File: src/common/rename_defs.svh
//////////////////////////////////////////////////
// Size macros for the register-rename stage
//////////////////////////////////////////////////

`ifndef RENAME_DEFS_SVH
`define RENAME_DEFS_SVH

// Register file sizes
`define RN_NUM_ARCH_REGS 32     // RISC-V integer registers x0..x31
`define RN_NUM_PHYS_REGS 64     // Physical registers behind the map

// Checkpoint slots, one always kept free so head never catches tail
`define RN_NUM_CHECKPOINTS 4

// Registers not mapped at any time sit in the free list
`define RN_FREE_DEPTH (`RN_NUM_PHYS_REGS - `RN_NUM_ARCH_REGS)

// Live checkpoints at which a new one must wait
`define RN_MAX_LIVE_CKPTS (`RN_NUM_CHECKPOINTS - 1)

`endif

File: src/common/rename_pkg.sv
//////////////////////////////////////////////////
// Register, checkpoint and rename struct types
//////////////////////////////////////////////////

`include "rename_defs.svh"

package rename_pkg;

    // Register indices
    typedef logic [$clog2(`RN_NUM_ARCH_REGS)-1:0] arch_reg_t;   // x0..x31
    typedef logic [$clog2(`RN_NUM_PHYS_REGS)-1:0] phys_reg_t;   // p0..p63

    // Checkpoint label, wraps modulo the slot count
    typedef logic [$clog2(`RN_NUM_CHECKPOINTS)-1:0] ckpt_ptr_t;

    // Request from decode
    typedef struct packed {
        arch_reg_t src1;        // First source operand
        arch_reg_t src2;        // Second source operand
        arch_reg_t dst;         // Destination, x0 allowed
        logic      dst_valid;   // Instruction writes a register
        logic      checkpoint;  // Branch, snapshot after this one
    } rename_req_t;

    // Renamed instruction, one cycle after acceptance
    typedef struct packed {
        phys_reg_t src1;        // Mapping of src1
        phys_reg_t src2;        // Mapping of src2
        phys_reg_t old_dst;     // Previous mapping of dst, freed at retire
        phys_reg_t new_dst;     // Fresh register, or old_dst when none
        ckpt_ptr_t ckpt;        // Label of the snapshot taken
        logic      ckpt_valid;  // A snapshot was taken
    } rename_rsp_t;

    // Misprediction recovery
    typedef struct packed {
        logic      valid;       // Single-cycle strobe
        ckpt_ptr_t ckpt;        // Snapshot to roll back to
    } recover_t;

endpackage

File: src/rename/rename_table.sv
//////////////////////////////////////////////////
// Live rename map, checkpoint banks, ckpt labels
//////////////////////////////////////////////////

`timescale 1ns/1ps

`include "rename_defs.svh"

module rename_table (
    input  logic                  clk_i,
    input  logic                  rstn_i,

    input  logic                  rename_en_i,    // Request accepted this cycle
    input  rename_pkg::arch_reg_t src1_i,
    input  rename_pkg::arch_reg_t src2_i,
    input  rename_pkg::arch_reg_t dst_i,
    input  logic                  write_en_i,     // Allocation made for a dst other than x0
    input  rename_pkg::phys_reg_t new_dst_i,

    input  logic                  ckpt_en_i,      // Snapshot after this rename
    input  rename_pkg::recover_t  recover_i,
    input  logic                  delete_ckpt_i,  // Oldest branch resolved

    output rename_pkg::phys_reg_t src1_o,
    output rename_pkg::phys_reg_t src2_o,
    output rename_pkg::phys_reg_t old_dst_o,

    output rename_pkg::ckpt_ptr_t ckpt_alloc_o,   // Label handed out this cycle
    output logic                  ckpts_full_o
);

    import rename_pkg::*;

    localparam int CNT_W = $clog2(`RN_NUM_CHECKPOINTS) + 1;  // Holds 0..NUM_CHECKPOINTS

    // Architectural state
    phys_reg_t map_q   [`RN_NUM_ARCH_REGS];
    phys_reg_t map_nxt [`RN_NUM_ARCH_REGS];

    // One full copy of the map per checkpoint label
    phys_reg_t bank_q [`RN_NUM_CHECKPOINTS][`RN_NUM_ARCH_REGS];

    // Labels tail..head-1 are live
    ckpt_ptr_t        head_q;       // Next label to hand out
    ckpt_ptr_t        tail_q;       // Oldest live label
    logic [CNT_W-1:0] count_q;      // Live checkpoints

    logic      wr_fire;
    logic      ckpt_fire;
    ckpt_ptr_t tail_nxt;

    assign wr_fire   = rename_en_i & write_en_i;
    assign ckpt_fire = rename_en_i & ckpt_en_i;
    assign tail_nxt  = tail_q + ckpt_ptr_t'(delete_ckpt_i);

    // Lookups see the map before this instruction's own write
    assign src1_o    = map_q[src1_i];
    assign src2_o    = map_q[src2_i];
    assign old_dst_o = map_q[dst_i];

    assign ckpt_alloc_o = head_q;
    assign ckpts_full_o = (count_q == CNT_W'(`RN_MAX_LIVE_CKPTS));

    // Map after this rename and source of the snapshot
    always_comb begin
        map_nxt = map_q;
        if (wr_fire) begin
            map_nxt[dst_i] = new_dst_i;
        end
    end

    // Live map
    always_ff @(posedge clk_i or negedge rstn_i) begin
        if (!rstn_i) begin
            for (int i = 0; i < `RN_NUM_ARCH_REGS; i++) begin
                map_q[i] <= phys_reg_t'(i);     // Identity map of xN onto pN
            end
        end else if (recover_i.valid) begin
            map_q <= bank_q[recover_i.ckpt];    // Roll back and drop younger renames
        end else begin
            map_q <= map_nxt;
        end
    end

    // Snapshot banks
    // Bank captures the map including the branch's own destination
    always_ff @(posedge clk_i) begin
        if (ckpt_fire && !recover_i.valid) begin
            bank_q[head_q] <= map_nxt;
        end
    end

    // Checkpoint labels and live count
    always_ff @(posedge clk_i or negedge rstn_i) begin
        if (!rstn_i) begin
            head_q  <= '0;
            tail_q  <= '0;
            count_q <= '0;
        end else begin
            tail_q <= tail_nxt;                 // Release of the oldest
            if (recover_i.valid) begin
                // Recovered label and all younger ones are freed
                head_q  <= recover_i.ckpt;
                count_q <= CNT_W'(ckpt_ptr_t'(recover_i.ckpt - tail_nxt));
            end else begin
                if (ckpt_fire) begin
                    head_q <= head_q + 1'b1;
                end
                count_q <= count_q + CNT_W'(ckpt_fire) - CNT_W'(delete_ckpt_i);
            end
        end
    end

    // Top must hold a checkpoint back while all usable slots are live
    a_no_ckpt_when_full: assert property (
        @(posedge clk_i) disable iff (!rstn_i)
        ckpt_fire |-> !ckpts_full_o
    ) else $error("Checkpoint taken with %0d live checkpoints", count_q);

    // Write enable must already exclude x0 so that it stays on p0
    a_no_x0_write: assert property (
        @(posedge clk_i) disable iff (!rstn_i)
        wr_fire |-> (dst_i != '0)
    ) else $error("Rename write to x0");

endmodule

File: src/rename/free_list.sv
//////////////////////////////////////////////////
// Free physical register queue, saved heads
//////////////////////////////////////////////////

`timescale 1ns/1ps

`include "rename_defs.svh"

module free_list (
    input  logic                  clk_i,
    input  logic                  rstn_i,

    input  logic                  alloc_en_i,     // Pop the head register
    output rename_pkg::phys_reg_t alloc_reg_o,    // Head register, valid when not empty
    output logic                  empty_o,

    input  logic                  commit_i,       // Retired old_dst comes back
    input  rename_pkg::phys_reg_t commit_reg_i,

    input  logic                  ckpt_en_i,      // Save head under the new label
    input  rename_pkg::ckpt_ptr_t ckpt_alloc_i,
    input  rename_pkg::recover_t  recover_i
);

    import rename_pkg::*;

    localparam int IDX_W = $clog2(`RN_FREE_DEPTH);

    // Pointers carry a wrap bit, so full and empty stay apart on restore
    typedef logic [IDX_W:0] fptr_t;

    phys_reg_t fifo_q [`RN_FREE_DEPTH];
    fptr_t     head_q;                              // Next register to hand out
    fptr_t     tail_q;                              // Next slot for a returned register
    fptr_t     count_q;                             // Free registers, 0..DEPTH

    fptr_t     saved_head_q [`RN_NUM_CHECKPOINTS];  // Head after the branch's pop

    fptr_t head_nxt;
    fptr_t tail_nxt;

    assign head_nxt = head_q + fptr_t'(alloc_en_i);
    assign tail_nxt = tail_q + fptr_t'(commit_i);

    assign alloc_reg_o = fifo_q[head_q[IDX_W-1:0]];
    assign empty_o     = (count_q == '0);

    // Queue storage and pointers
    always_ff @(posedge clk_i or negedge rstn_i) begin
        if (!rstn_i) begin
            // p32..p63 free in order, x0..x31 own p0..p31
            for (int i = 0; i < `RN_FREE_DEPTH; i++) begin
                fifo_q[i] <= phys_reg_t'(`RN_NUM_ARCH_REGS + i);
            end
            head_q  <= '0;
            tail_q  <= fptr_t'(`RN_FREE_DEPTH);     // Wrap bit set, list full
            count_q <= fptr_t'(`RN_FREE_DEPTH);
        end else begin
            if (commit_i) begin
                fifo_q[tail_q[IDX_W-1:0]] <= commit_reg_i;
            end
            tail_q <= tail_nxt;                     // Retire keeps going during recovery

            if (recover_i.valid) begin
                // Pops after the checkpoint are undone, pushes are kept
                head_q  <= saved_head_q[recover_i.ckpt];
                count_q <= tail_nxt - saved_head_q[recover_i.ckpt];
            end else begin
                head_q  <= head_nxt;
                count_q <= count_q + fptr_t'(commit_i) - fptr_t'(alloc_en_i);
            end
        end
    end

    // Saved head per checkpoint label, includes this cycle's pop
    always_ff @(posedge clk_i) begin
        if (ckpt_en_i && !recover_i.valid) begin
            saved_head_q[ckpt_alloc_i] <= head_nxt;
        end
    end

    // Top stalls on empty, so an allocation here means a broken stall path
    a_no_pop_empty: assert property (
        @(posedge clk_i) disable iff (!rstn_i)
        alloc_en_i |-> !empty_o
    ) else $error("Free list popped while empty");

    // Retirement can only return a register that was handed out
    a_no_push_full: assert property (
        @(posedge clk_i) disable iff (!rstn_i)
        commit_i |-> (count_q != fptr_t'(`RN_FREE_DEPTH))
    ) else $error("Free list pushed while full, reg %0d", commit_reg_i);

endmodule

File: src/rename/rename_unit.sv
//////////////////////////////////////////////////
// Rename stage top, accept/stall and result reg
//////////////////////////////////////////////////

`timescale 1ns/1ps

module rename_unit (
    input  logic                    clk_i,
    input  logic                    rstn_i,

    input  logic                    valid_i,        // Decode has an instruction
    input  rename_pkg::rename_req_t req_i,

    input  rename_pkg::recover_t    recover_i,      // Branch mispredicted
    input  logic                    delete_ckpt_i,  // Oldest branch resolved correctly

    input  logic                    commit_i,       // Retire frees a register
    input  rename_pkg::phys_reg_t   commit_reg_i,

    output logic                    stall_o,        // Decode must hold its request
    output logic                    rsp_valid_o,
    output rename_pkg::rename_rsp_t rsp_o
);

    import rename_pkg::*;

    logic        accept;
    logic        alloc_en;
    logic        ckpt_en;
    logic        fl_empty;
    logic        ckpts_full;

    phys_reg_t   src1_map;
    phys_reg_t   src2_map;
    phys_reg_t   old_dst_map;
    phys_reg_t   alloc_reg;
    ckpt_ptr_t   ckpt_label;

    rename_rsp_t rsp_d;
    rename_rsp_t rsp_q;
    logic        rsp_valid_q;

    // Stall covers empty list, checkpoint overflow and the recovery cycle
    assign stall_o  = fl_empty | (valid_i & req_i.checkpoint & ckpts_full) | recover_i.valid;
    assign accept   = valid_i & ~stall_o;
    assign alloc_en = accept & req_i.dst_valid & (req_i.dst != '0);    // x0 allocates nothing
    assign ckpt_en  = accept & req_i.checkpoint;

    rename_table rename_table_i (
        .clk_i         (clk_i),
        .rstn_i        (rstn_i),
        .rename_en_i   (accept),
        .src1_i        (req_i.src1),
        .src2_i        (req_i.src2),
        .dst_i         (req_i.dst),
        .write_en_i    (alloc_en),
        .new_dst_i     (alloc_reg),
        .ckpt_en_i     (ckpt_en),
        .recover_i     (recover_i),
        .delete_ckpt_i (delete_ckpt_i),
        .src1_o        (src1_map),
        .src2_o        (src2_map),
        .old_dst_o     (old_dst_map),
        .ckpt_alloc_o  (ckpt_label),
        .ckpts_full_o  (ckpts_full)
    );

    free_list free_list_i (
        .clk_i        (clk_i),
        .rstn_i       (rstn_i),
        .alloc_en_i   (alloc_en),
        .alloc_reg_o  (alloc_reg),
        .empty_o      (fl_empty),
        .commit_i     (commit_i),
        .commit_reg_i (commit_reg_i),
        .ckpt_en_i    (ckpt_en),
        .ckpt_alloc_i (ckpt_label),   // Same label the table assigns
        .recover_i    (recover_i)
    );

    // Result of this cycle's rename
    always_comb begin
        rsp_d.src1       = src1_map;
        rsp_d.src2       = src2_map;
        rsp_d.old_dst    = old_dst_map;
        rsp_d.new_dst    = alloc_en ? alloc_reg : old_dst_map;  // No dst, repeat old mapping
        rsp_d.ckpt       = ckpt_label;
        rsp_d.ckpt_valid = ckpt_en;
    end

    always_ff @(posedge clk_i or negedge rstn_i) begin
        if (!rstn_i) begin
            rsp_valid_q <= 1'b0;
        end else begin
            rsp_valid_q <= accept;
        end
    end

    always_ff @(posedge clk_i) begin
        if (accept) begin
            rsp_q <= rsp_d;
        end
    end

    assign rsp_valid_o = rsp_valid_q;
    assign rsp_o       = rsp_q;

    // Resolve only for a branch that holds a checkpoint
    a_delete_has_ckpt: assert property (
        @(posedge clk_i) disable iff (!rstn_i)
        delete_ckpt_i |-> (rename_table_i.count_q != '0)
    ) else $error("delete_ckpt_i with no live checkpoint");

endmodule

File: config.mk
export PLATFORM = sky130hd
export DESIGN_NAME = rename_unit
export DESIGN_NICKNAME = d
export VERILOG_FILES = /design/src/common/rename_pkg.sv /design/src/rename/rename_table.sv /design/src/rename/free_list.sv /design/src/rename/rename_unit.sv
export VERILOG_INCLUDE_DIRS = /design/src /design/src/common
export SDC_FILE = /design/constraint.sdc
export NUM_CORES = 2
export LEC_CHECK = 0
export ABC_AREA = 1
export BUFFER_PORTS_ARGS = -buffer_cell sky130_fd_sc_hd__buf_4
export CAP_MARGIN = 20
export CORE_MARGIN = 5
export CORE_UTILIZATION = 32
export DETAILED_ROUTE_END_ITERATION = 8
export GPL_TIMING_DRIVEN = 0
export PLACE_DENSITY = 0.43
export SETUP_SLACK_MARGIN = 0.02
export SYNTH_ARGS = -nofsm -noshare
export SYNTH_HDL_FRONTEND = slang
export SYNTH_SLANG_ARGS = --single-unit
File: constraint.sdc
create_clock -name clk_i -period 14.63 [get_ports clk_i]
set_input_delay 2.1945 -clock clk_i [delete_from_list [all_inputs] [get_ports clk_i]]
set_output_delay 2.1945 -clock clk_i [all_outputs]
set_load 0.03 [all_outputs]
# [Yosys cells after proc, flatten, opt, wreduce, memory -nomap -nowiden]
# Memory sizes are Yosys's and may differ from the RTL's.
# Index checks and enable logic that the tools add are counted.
[totals] latch_bits=0 n_memories=2 ram_bits=792 out_inout_bits=29 rom_bits=0 wordCells=151 in_bits=31 reg_bits=437
[mem_list] memory="rename_table_i.bank_q" words=4 word_bits=192 rd=1 rd_ports_with_merged_regs=0 write_ports=1 line_no="rename_table.sv:41" text="phys_reg_t bank_q [`RN_NUM_CHECKPOINTS][`RN_NUM_ARCH_REGS];"
[mem_list] memory="free_list_i.saved_head_q" words=4 word_bits=6 rd=1 rd_ports_with_merged_regs=0 write_ports=1 line_no="free_list.sv:37" text="fptr_t saved_head_q [`RN_NUM_CHECKPOINTS];"
[op_classes] add_sub_neg=10 n_lt_le_gt_ge=7 mul=0 shift=0 n_reduce_logical=8 n_div=0 bitwise=16 n_eq_ne=1 n_mux=30
[op_table] operator="192-bit bitwise mux" count=2
[op_table] operator="192-bit 2-to-1 mux" count=2
[op_table] operator="6-bit binary-select mux with 5-bit select" count=4
[op_table] operator="6-bit 2-to-1 mux" count=13
[op_table] operator="6-bit demux with 5-bit select" count=2
[op_table] operator="6-bit greater-or-equal comparator, second input constant" count=5
[op_table] operator="5-bit inverter with 6-bit output" count=5
[op_table] operator="6-bit by 1-bit adder with 6-bit output" count=3
[op_table] operator="6-bit by 1-bit less-than comparator with 1-bit output, second input constant" count=2
[op_table] operator="1-bit AND" count=8
[op_table] operator="6-bit logical NOT" count=1
[op_table] operator="6-bit by 1-bit subtractor with 6-bit output" count=1
[op_table] operator="6-bit subtractor" count=1
[op_table] operator="5-bit nonzero test" count=1
[op_table] operator="1-bit logical AND" count=4
[op_table] operator="1-bit 2-to-1 mux" count=4
[op_table] operator="2-bit 2-to-1 mux" count=2
[op_table] operator="3-bit by 1-bit adder with 3-bit output" count=1
[op_table] operator="3-bit by 2-bit == test with 1-bit output, second input constant" count=1
[op_table] operator="3-bit 2-to-1 mux" count=1
[op_table] operator="3-bit by 1-bit subtractor with 3-bit output" count=1
[op_table] operator="2-bit by 1-bit adder with 2-bit output" count=1
[op_table] operator="2-bit by 1-bit adder with 2-bit output, second input constant" count=1
[op_table] operator="1-bit OR" count=2
[op_table] operator="other kinds (4)" count=4

# [Depth between registers and ports, before layout]
[depth] ltp_word=11 ltp_mapped=23 mapped_depth_nobuf=21

# [Modules after synthesis]
# From an unflattened synthesis, not the netlist that was laid out.
[unflattened] cells_unflattened=5830 area_unflattened_um2=56631.8
[by_module_without_submodules] module="rename_table" area_per_inst_um2=44403.8 cells_each=4422 instances=1 seq_area_each_um2=28142.0
[by_module_without_submodules] module="free_list" area_per_inst_um2=11174.5 cells_each=1341 instances=1 seq_area_each_um2=6118.4
[by_module_without_submodules] module="rename_unit" area_per_inst_um2=1053.5 cells_each=67 instances=1 seq_area_each_um2=835.8

# [Least setup slack after synthesis]
# Ideal clock, no wire load.
[synth_path] path_type="input-to-reg" startpoint="input req_i[0] in the netlist's numbering" endpoint="memory rename_table_i.bank_q[0][0] in the netlist's numbering, enable pin" t_arrival_ns=11.967 path_slack_ns=1.915 path_stages=8 path_cell_list="nand2_1 -> nor2_1 -> nand2_1 -> nand3_1 -> nor2_2 -> nand2_1 -> clkbuf_1 -> nor2_1"
[synth_via] elab_chain_len=11
[synth_rtl] item="from (decl)" line_no="rename_unit.sv:12" text="input rename_pkg::rename_req_t req_i,"
[synth_rtl] item="1-bit AND (*) (2 in a row)" line_no="rename_unit.sv:44" text="assign stall_o = fl_empty | (valid_i & req_i.checkpoint & ckpts_full) | recover_i.valid;"
[synth_rtl] item="1-bit OR (*) (2 in a row)" line_no="rename_unit.sv:44"
[synth_rtl] item="named net stall_o" line_no="rename_unit.sv:20" text="output logic stall_o,"
[synth_rtl] item="1-bit inverter (*)" line_no="rename_unit.sv:45" text="assign accept = valid_i & ~stall_o;"
[synth_rtl] item="1-bit AND (*)" line_no="rename_unit.sv:45"
[synth_rtl] item="named net accept" line_no="rename_unit.sv:27" text="logic accept;"
[synth_rtl] item="1-bit AND" line_no="rename_unit.sv:47" text="assign ckpt_en = accept & req_i.checkpoint;"
[synth_rtl] item="1-bit AND (*)" line_no="rename_table.sv:53" text="assign ckpt_fire = rename_en_i & ckpt_en_i;"
[synth_rtl] item="1-bit logical AND (*)" line_no="rename_table.sv:88" text="if (ckpt_fire && !recover_i.valid) begin"
[synth_rtl] item="1-bit 2-to-1 mux (*)" line_no="rename_table.sv:88"
[synth_rtl] item="1-bit 2-to-1 mux (not written as such) (*)" line_no="rename_table.sv:89" text="bank_q[head_q] <= map_nxt;"
[synth_rtl] item="to (decl)" line_no="rename_table.sv:41"
# The timed path passes the listed nets; every way through them passes the cells marked *.

# [Final worst setup path]
[layout_path] startpoint="input valid_i" endpoint="register free_list_i.count_q[4]"
[layout_via] elab_chain_len=10
[layout_rtl] item="from (decl)" line_no="rename_unit.sv:11" text="input logic valid_i,"
[layout_rtl] item="1-bit AND (2 in a row)" line_no="rename_unit.sv:44"
[layout_rtl] item="1-bit OR (2 in a row)" line_no="rename_unit.sv:44"
[layout_rtl] item="1-bit inverter" line_no="rename_unit.sv:45"
[layout_rtl] item="1-bit AND (*)" line_no="rename_unit.sv:45"
[layout_rtl] item="1-bit AND (*) (2 in a row)" line_no="rename_unit.sv:46" text="assign alloc_en = accept & req_i.dst_valid & (req_i.dst != '0);"
[layout_rtl] item="6-bit by 1-bit subtractor with 6-bit output (*)" line_no="free_list.sv:70" text="count_q <= count_q + fptr_t'(commit_i) - fptr_t'(alloc_en_i);"
[layout_rtl] item="6-bit 2-to-1 mux (*)" line_no="free_list.sv:64" text="if (recover_i.valid) begin"
[layout_rtl] item="to (signal assigned)" line_no="free_list.sv:57" text="count_q <= fptr_t'(`RN_FREE_DEPTH);"
[layout_rtl] item="to (signal assigned)" line_no="free_list.sv:67" text="count_q <= tail_nxt - saved_head_q[recover_i.ckpt];"
[layout_rtl] item="to (signal assigned)" line_no="free_list.sv:70"
[layout_rtl] item="to (decl)" line_no="free_list.sv:35" text="fptr_t count_q;"
# Mark *: on every way between the ends. The rest lies on a longest branch, timed or not.
# A chain may end at the register's enable or synchronous reset.

==> results.toml <==
[routing]
routed_wl_microns = 231500
initialDrtViolationCount = 4572
ant_nets = 0
firstDrtPassIters = 6
vias = 45430
drc = 0
routedWlPerCell_microns = 27.07
viasPerCell = 5.312

[clock_tree]
clk_path_buf_depth = 3
cts_setup_buffers = 0
hold_buffers = 0
htree_levels = 4
worst_skew_pair.late_latency_ns = 0.82
cts-root-buf = "clkbuf_16"
cts_buffers = 146
cts_tree = "yes"
clk_pin_slew_ns = 0.06
cts.sinks = 1229
ctsResizeCount = 0

[timing]
setup_viol = 0
rsz0062_at_grt = "no"
finalCriticalPeriod_ns = 5.635
worstMarginPinSlew_ns = 1.338
skew_ns = 0.04824
finalSetupTns_ns = 0
fmax_ghz = 0.1775
finalMaxSlewViolations = 0
relSlewSlack_pct = 10.31
fin_ws_ns = 8.995
hold_viol = 0
period_share_pct = 38.52

[final_layout]
fin_area_sq_um = 65270
area_growth_syn_to_layout_pct = 16.21
final_cells = 8551
final_layout_size_suffix_gt1_share_pct = 10.23
num-nets-final = 6153

[worst_setup_path]
crit_path_end_kind = "register"
critPathKind = "input pin to register"
slowest_stage = "buf_2"
r2r-start = "free_list_i.count_q[5]$_DFF_PN1_"
path_common_cell = "nand2_1"
rrSetupSlack_ns = 9.72
startpoint = "valid_i"
rr_endpoint = "free_list_i.count_q[4]$_DFF_PN0_"
cp_cell_sequence = "buf_4 -> inv_2 -> nor2_1 -> nand2_1 -> nand4_1 -> nor2_1 -> buf_2 -> buf_2 -> nand2_1 -> inv_1 -> ha_1 -> inv_1 -> ha_1 -> inv_1 -> fa_1 -> inv_1 -> nand2_1 -> nand2_1 -> a21oi_1 -> nand2_1 -> nand2_1 -> o22ai_1"
crit_fanout = 10
critPathArrivalTime_ns = 6.34
startpoint_type = "input pin"
required_ns = 15.34
max_stage_delay_ns = 0.51
rr_worst_depth = 23

[grt]
antenna_found_initial = 15
grt_max_degree = 107
grt_usage_pct = 24.58
grt_pass1_wl_microns = 330400
gr-total-overflow = 0
grt_pass1_vias = 44300

[placement]
pre_cts_ws_ns = 8.198
place.port_buffers = 52
dp_cells = 8270
dpl_cell_area_sq_um = 60620
gp_congestion = 1.025
hpwlAfterDp_microns = 163800

[synth]
yosysWarnings = 0
ys_seq_area_share_pct = 62.49
synth_flop_cell = "edfxtp_1"
synth_seq_cells = 1229
syn_area_sq_um = 56170
yosysUniqueCellTypes = 41
synth_edf_count = 819
avgSynthCellArea_sq_um = 9.619
syn-num-nets = 5898
async_reset_ff_share_pct = 33.36
synthCells = 5839

[pwr]
power_switching_mw = 3.118
total_power_mw = 9.957
p_seq_share_pct = 45.5
p_comb_share_pct = 18.8
power_leakage_nw = 24.83
cellPowerDensity_nw_per_um2 = 152.5
ir_drop_v = 0.0001189
p_int_mw = 6.839
sw_frac_of_total_pct = 31.32
clkPwrFrac_pct = 35.7

[job]
maxCapViolCount = 0

[run_status]
status = "finished clean"

[floorplan]
die_x_microns = 428.9
rows = 153
coreArea_sq_um = 174200
die_h_microns = 428.9
pin_count = 60
dieArea_sq_um = 184000
start_util_pct = 32.24

[hold_path]
whs_path_depth = 1
worstHoldStart = "rename_table_i.tail_q[1]$_DFF_PN0_"
min_path_type = "register to register"
hold_end = "rename_table_i.tail_q[1]$_DFF_PN0_"
## metal layers
layer  up-vias  track usage (%)  wire length [microns]
li1      20770                -                      -
met1     22540            33.07                  99880
met2      1680            39.32                 107300
met3       439            3.770                  13290
met4         2            11.09                  11010
met5         -                0                      7
## power by group through the flow
stage               clock (mW)  sequential [mW]  combinational, mW
floorplan                    0             4.51               1.06
global placement             0             4.63               1.81
detailed placement           0             4.59               1.86
CTS                       3.64             4.53               1.86
global route              3.79             4.57               2.04
finish                    3.55             4.53               1.87
## critical path, delay by kind of cell
family | cells | cell delay (ns)
AOI/OAI and AO/OA | 2 | 0.22
adders and majority gates | 3 | 0.84
buffers and inverters | 8 | 1.76
and+or+nand+nor | 9 | 1.30
## cell type report
cell class	instances	area [sq um]
Tap cell	2325	2909
Clock buffer	218	4146
Clock inverter	54	474.2
Buffer	414	1739
Antenna cell	8	20.02
Inverter	169	635.6
Sequential cell	1229	35100
Timing Repair Buffer	107	1504
Fill cell	17690	108900
Multi-Input combinational cell	4027	18750
## cell families after synthesis
logic type | count (synthesis) | synth area share [%]
adder cells (fa/ha/maj) | 28 | 0.6639
flip-flops | 1229 | 62.49
AND/OR/NAND/NOR | 2616 | 18.87
AO/OA/AOI/OAI | 1370 | 13.56
buffers and inverters | 583 | 4.224
XOR/XNOR | 13 | 0.2027
## how the worst max path moves through the flow
stage | end | slack (ns) | cells after the start
floorplan | rename_table_i.bank_q[0][0]$_DFFE_PP_ | 1.92 | 8
global placement | rename_table_i.bank_q[3][88]$_DFFE_PP_ | -7.55 | 9
detailed placement | free_list_i.count_q[4]$_DFF_PN0_ | 8.20 | 22
CTS | free_list_i.count_q[4]$_DFF_PN0_ | 9.05 | 22
global route | free_list_i.count_q[4]$_DFF_PN0_ | 8.85 | 22
finish | free_list_i.count_q[4]$_DFF_PN0_ | 8.99 | 22
## cells in the mapped netlist, types with 29 or more instances
master       n  share of area, %
a21oi_1    140               1.2
a22oi_1     72              0.96
and2_1      32              0.36
buf_1       29              0.19
buf_2       65              0.58
clkbuf_1   305               2.0
dfrtp_1    216               9.6
dfstp_2    194               9.1
edfxtp_1   819                44
inv_1      150               1.0
nand2_1   1574                11
nand3_1    311               2.8
nor2_1     615               4.1
o21a_1      54              0.72
o21ai_0    826               7.4
o221ai_1    34              0.53
o22ai_1    221               2.5
## metrics by stage
step / hold slack (ns) / utilization [%]
2_1_floorplan: 0.4474 / -
3_3_place_gp: 0.4601 / 34.13
3_5_place_dp: 0.4650 / 34.80
4_1_cts: 0.4713 / 37.45
5_1_grt: 0.5012 / 37.46
6_report: 0.4738 / 37.47
## flip-flops by register name (all words and copies together), names as in the netlist
name / count
free_list_i.head_q: 6
rsp_o: 27
rename_table_i.tail_q: 2
free_list_i.fifo_q: 192
free_list_i.count_q: 6
rename_table_i.bank_q: 768
rename_table_i.count_q: 3
free_list_i.saved_head_q: 24
free_list_i.tail_q: 6
rsp_valid_o: 1
rename_table_i.ckpt_alloc_o: 2
rename_table_i.map_q: 192
## cell usage in the layout (no fill, tap or decap), types with 23 or more instances in the layout
cell	count
a21oi_1	140
a22oi_1	72
and2_1	32
buf_1	29
buf_12	29
buf_2	65
buf_4	54
clkbuf_1	355
clkbuf_16	148
clkinv_1	23
dfrtp_1	216
dfstp_2	194
edfxtp_1	819
ha_1	25
inv_1	150
nand2_1	1574
nand3_1	311
nand4_1	25
nor2_1	611
o21a_1	54
o21ai_0	826
o221ai_1	34
o22ai_1	221
Note: power is estimated with default switching activity, not from simulation.
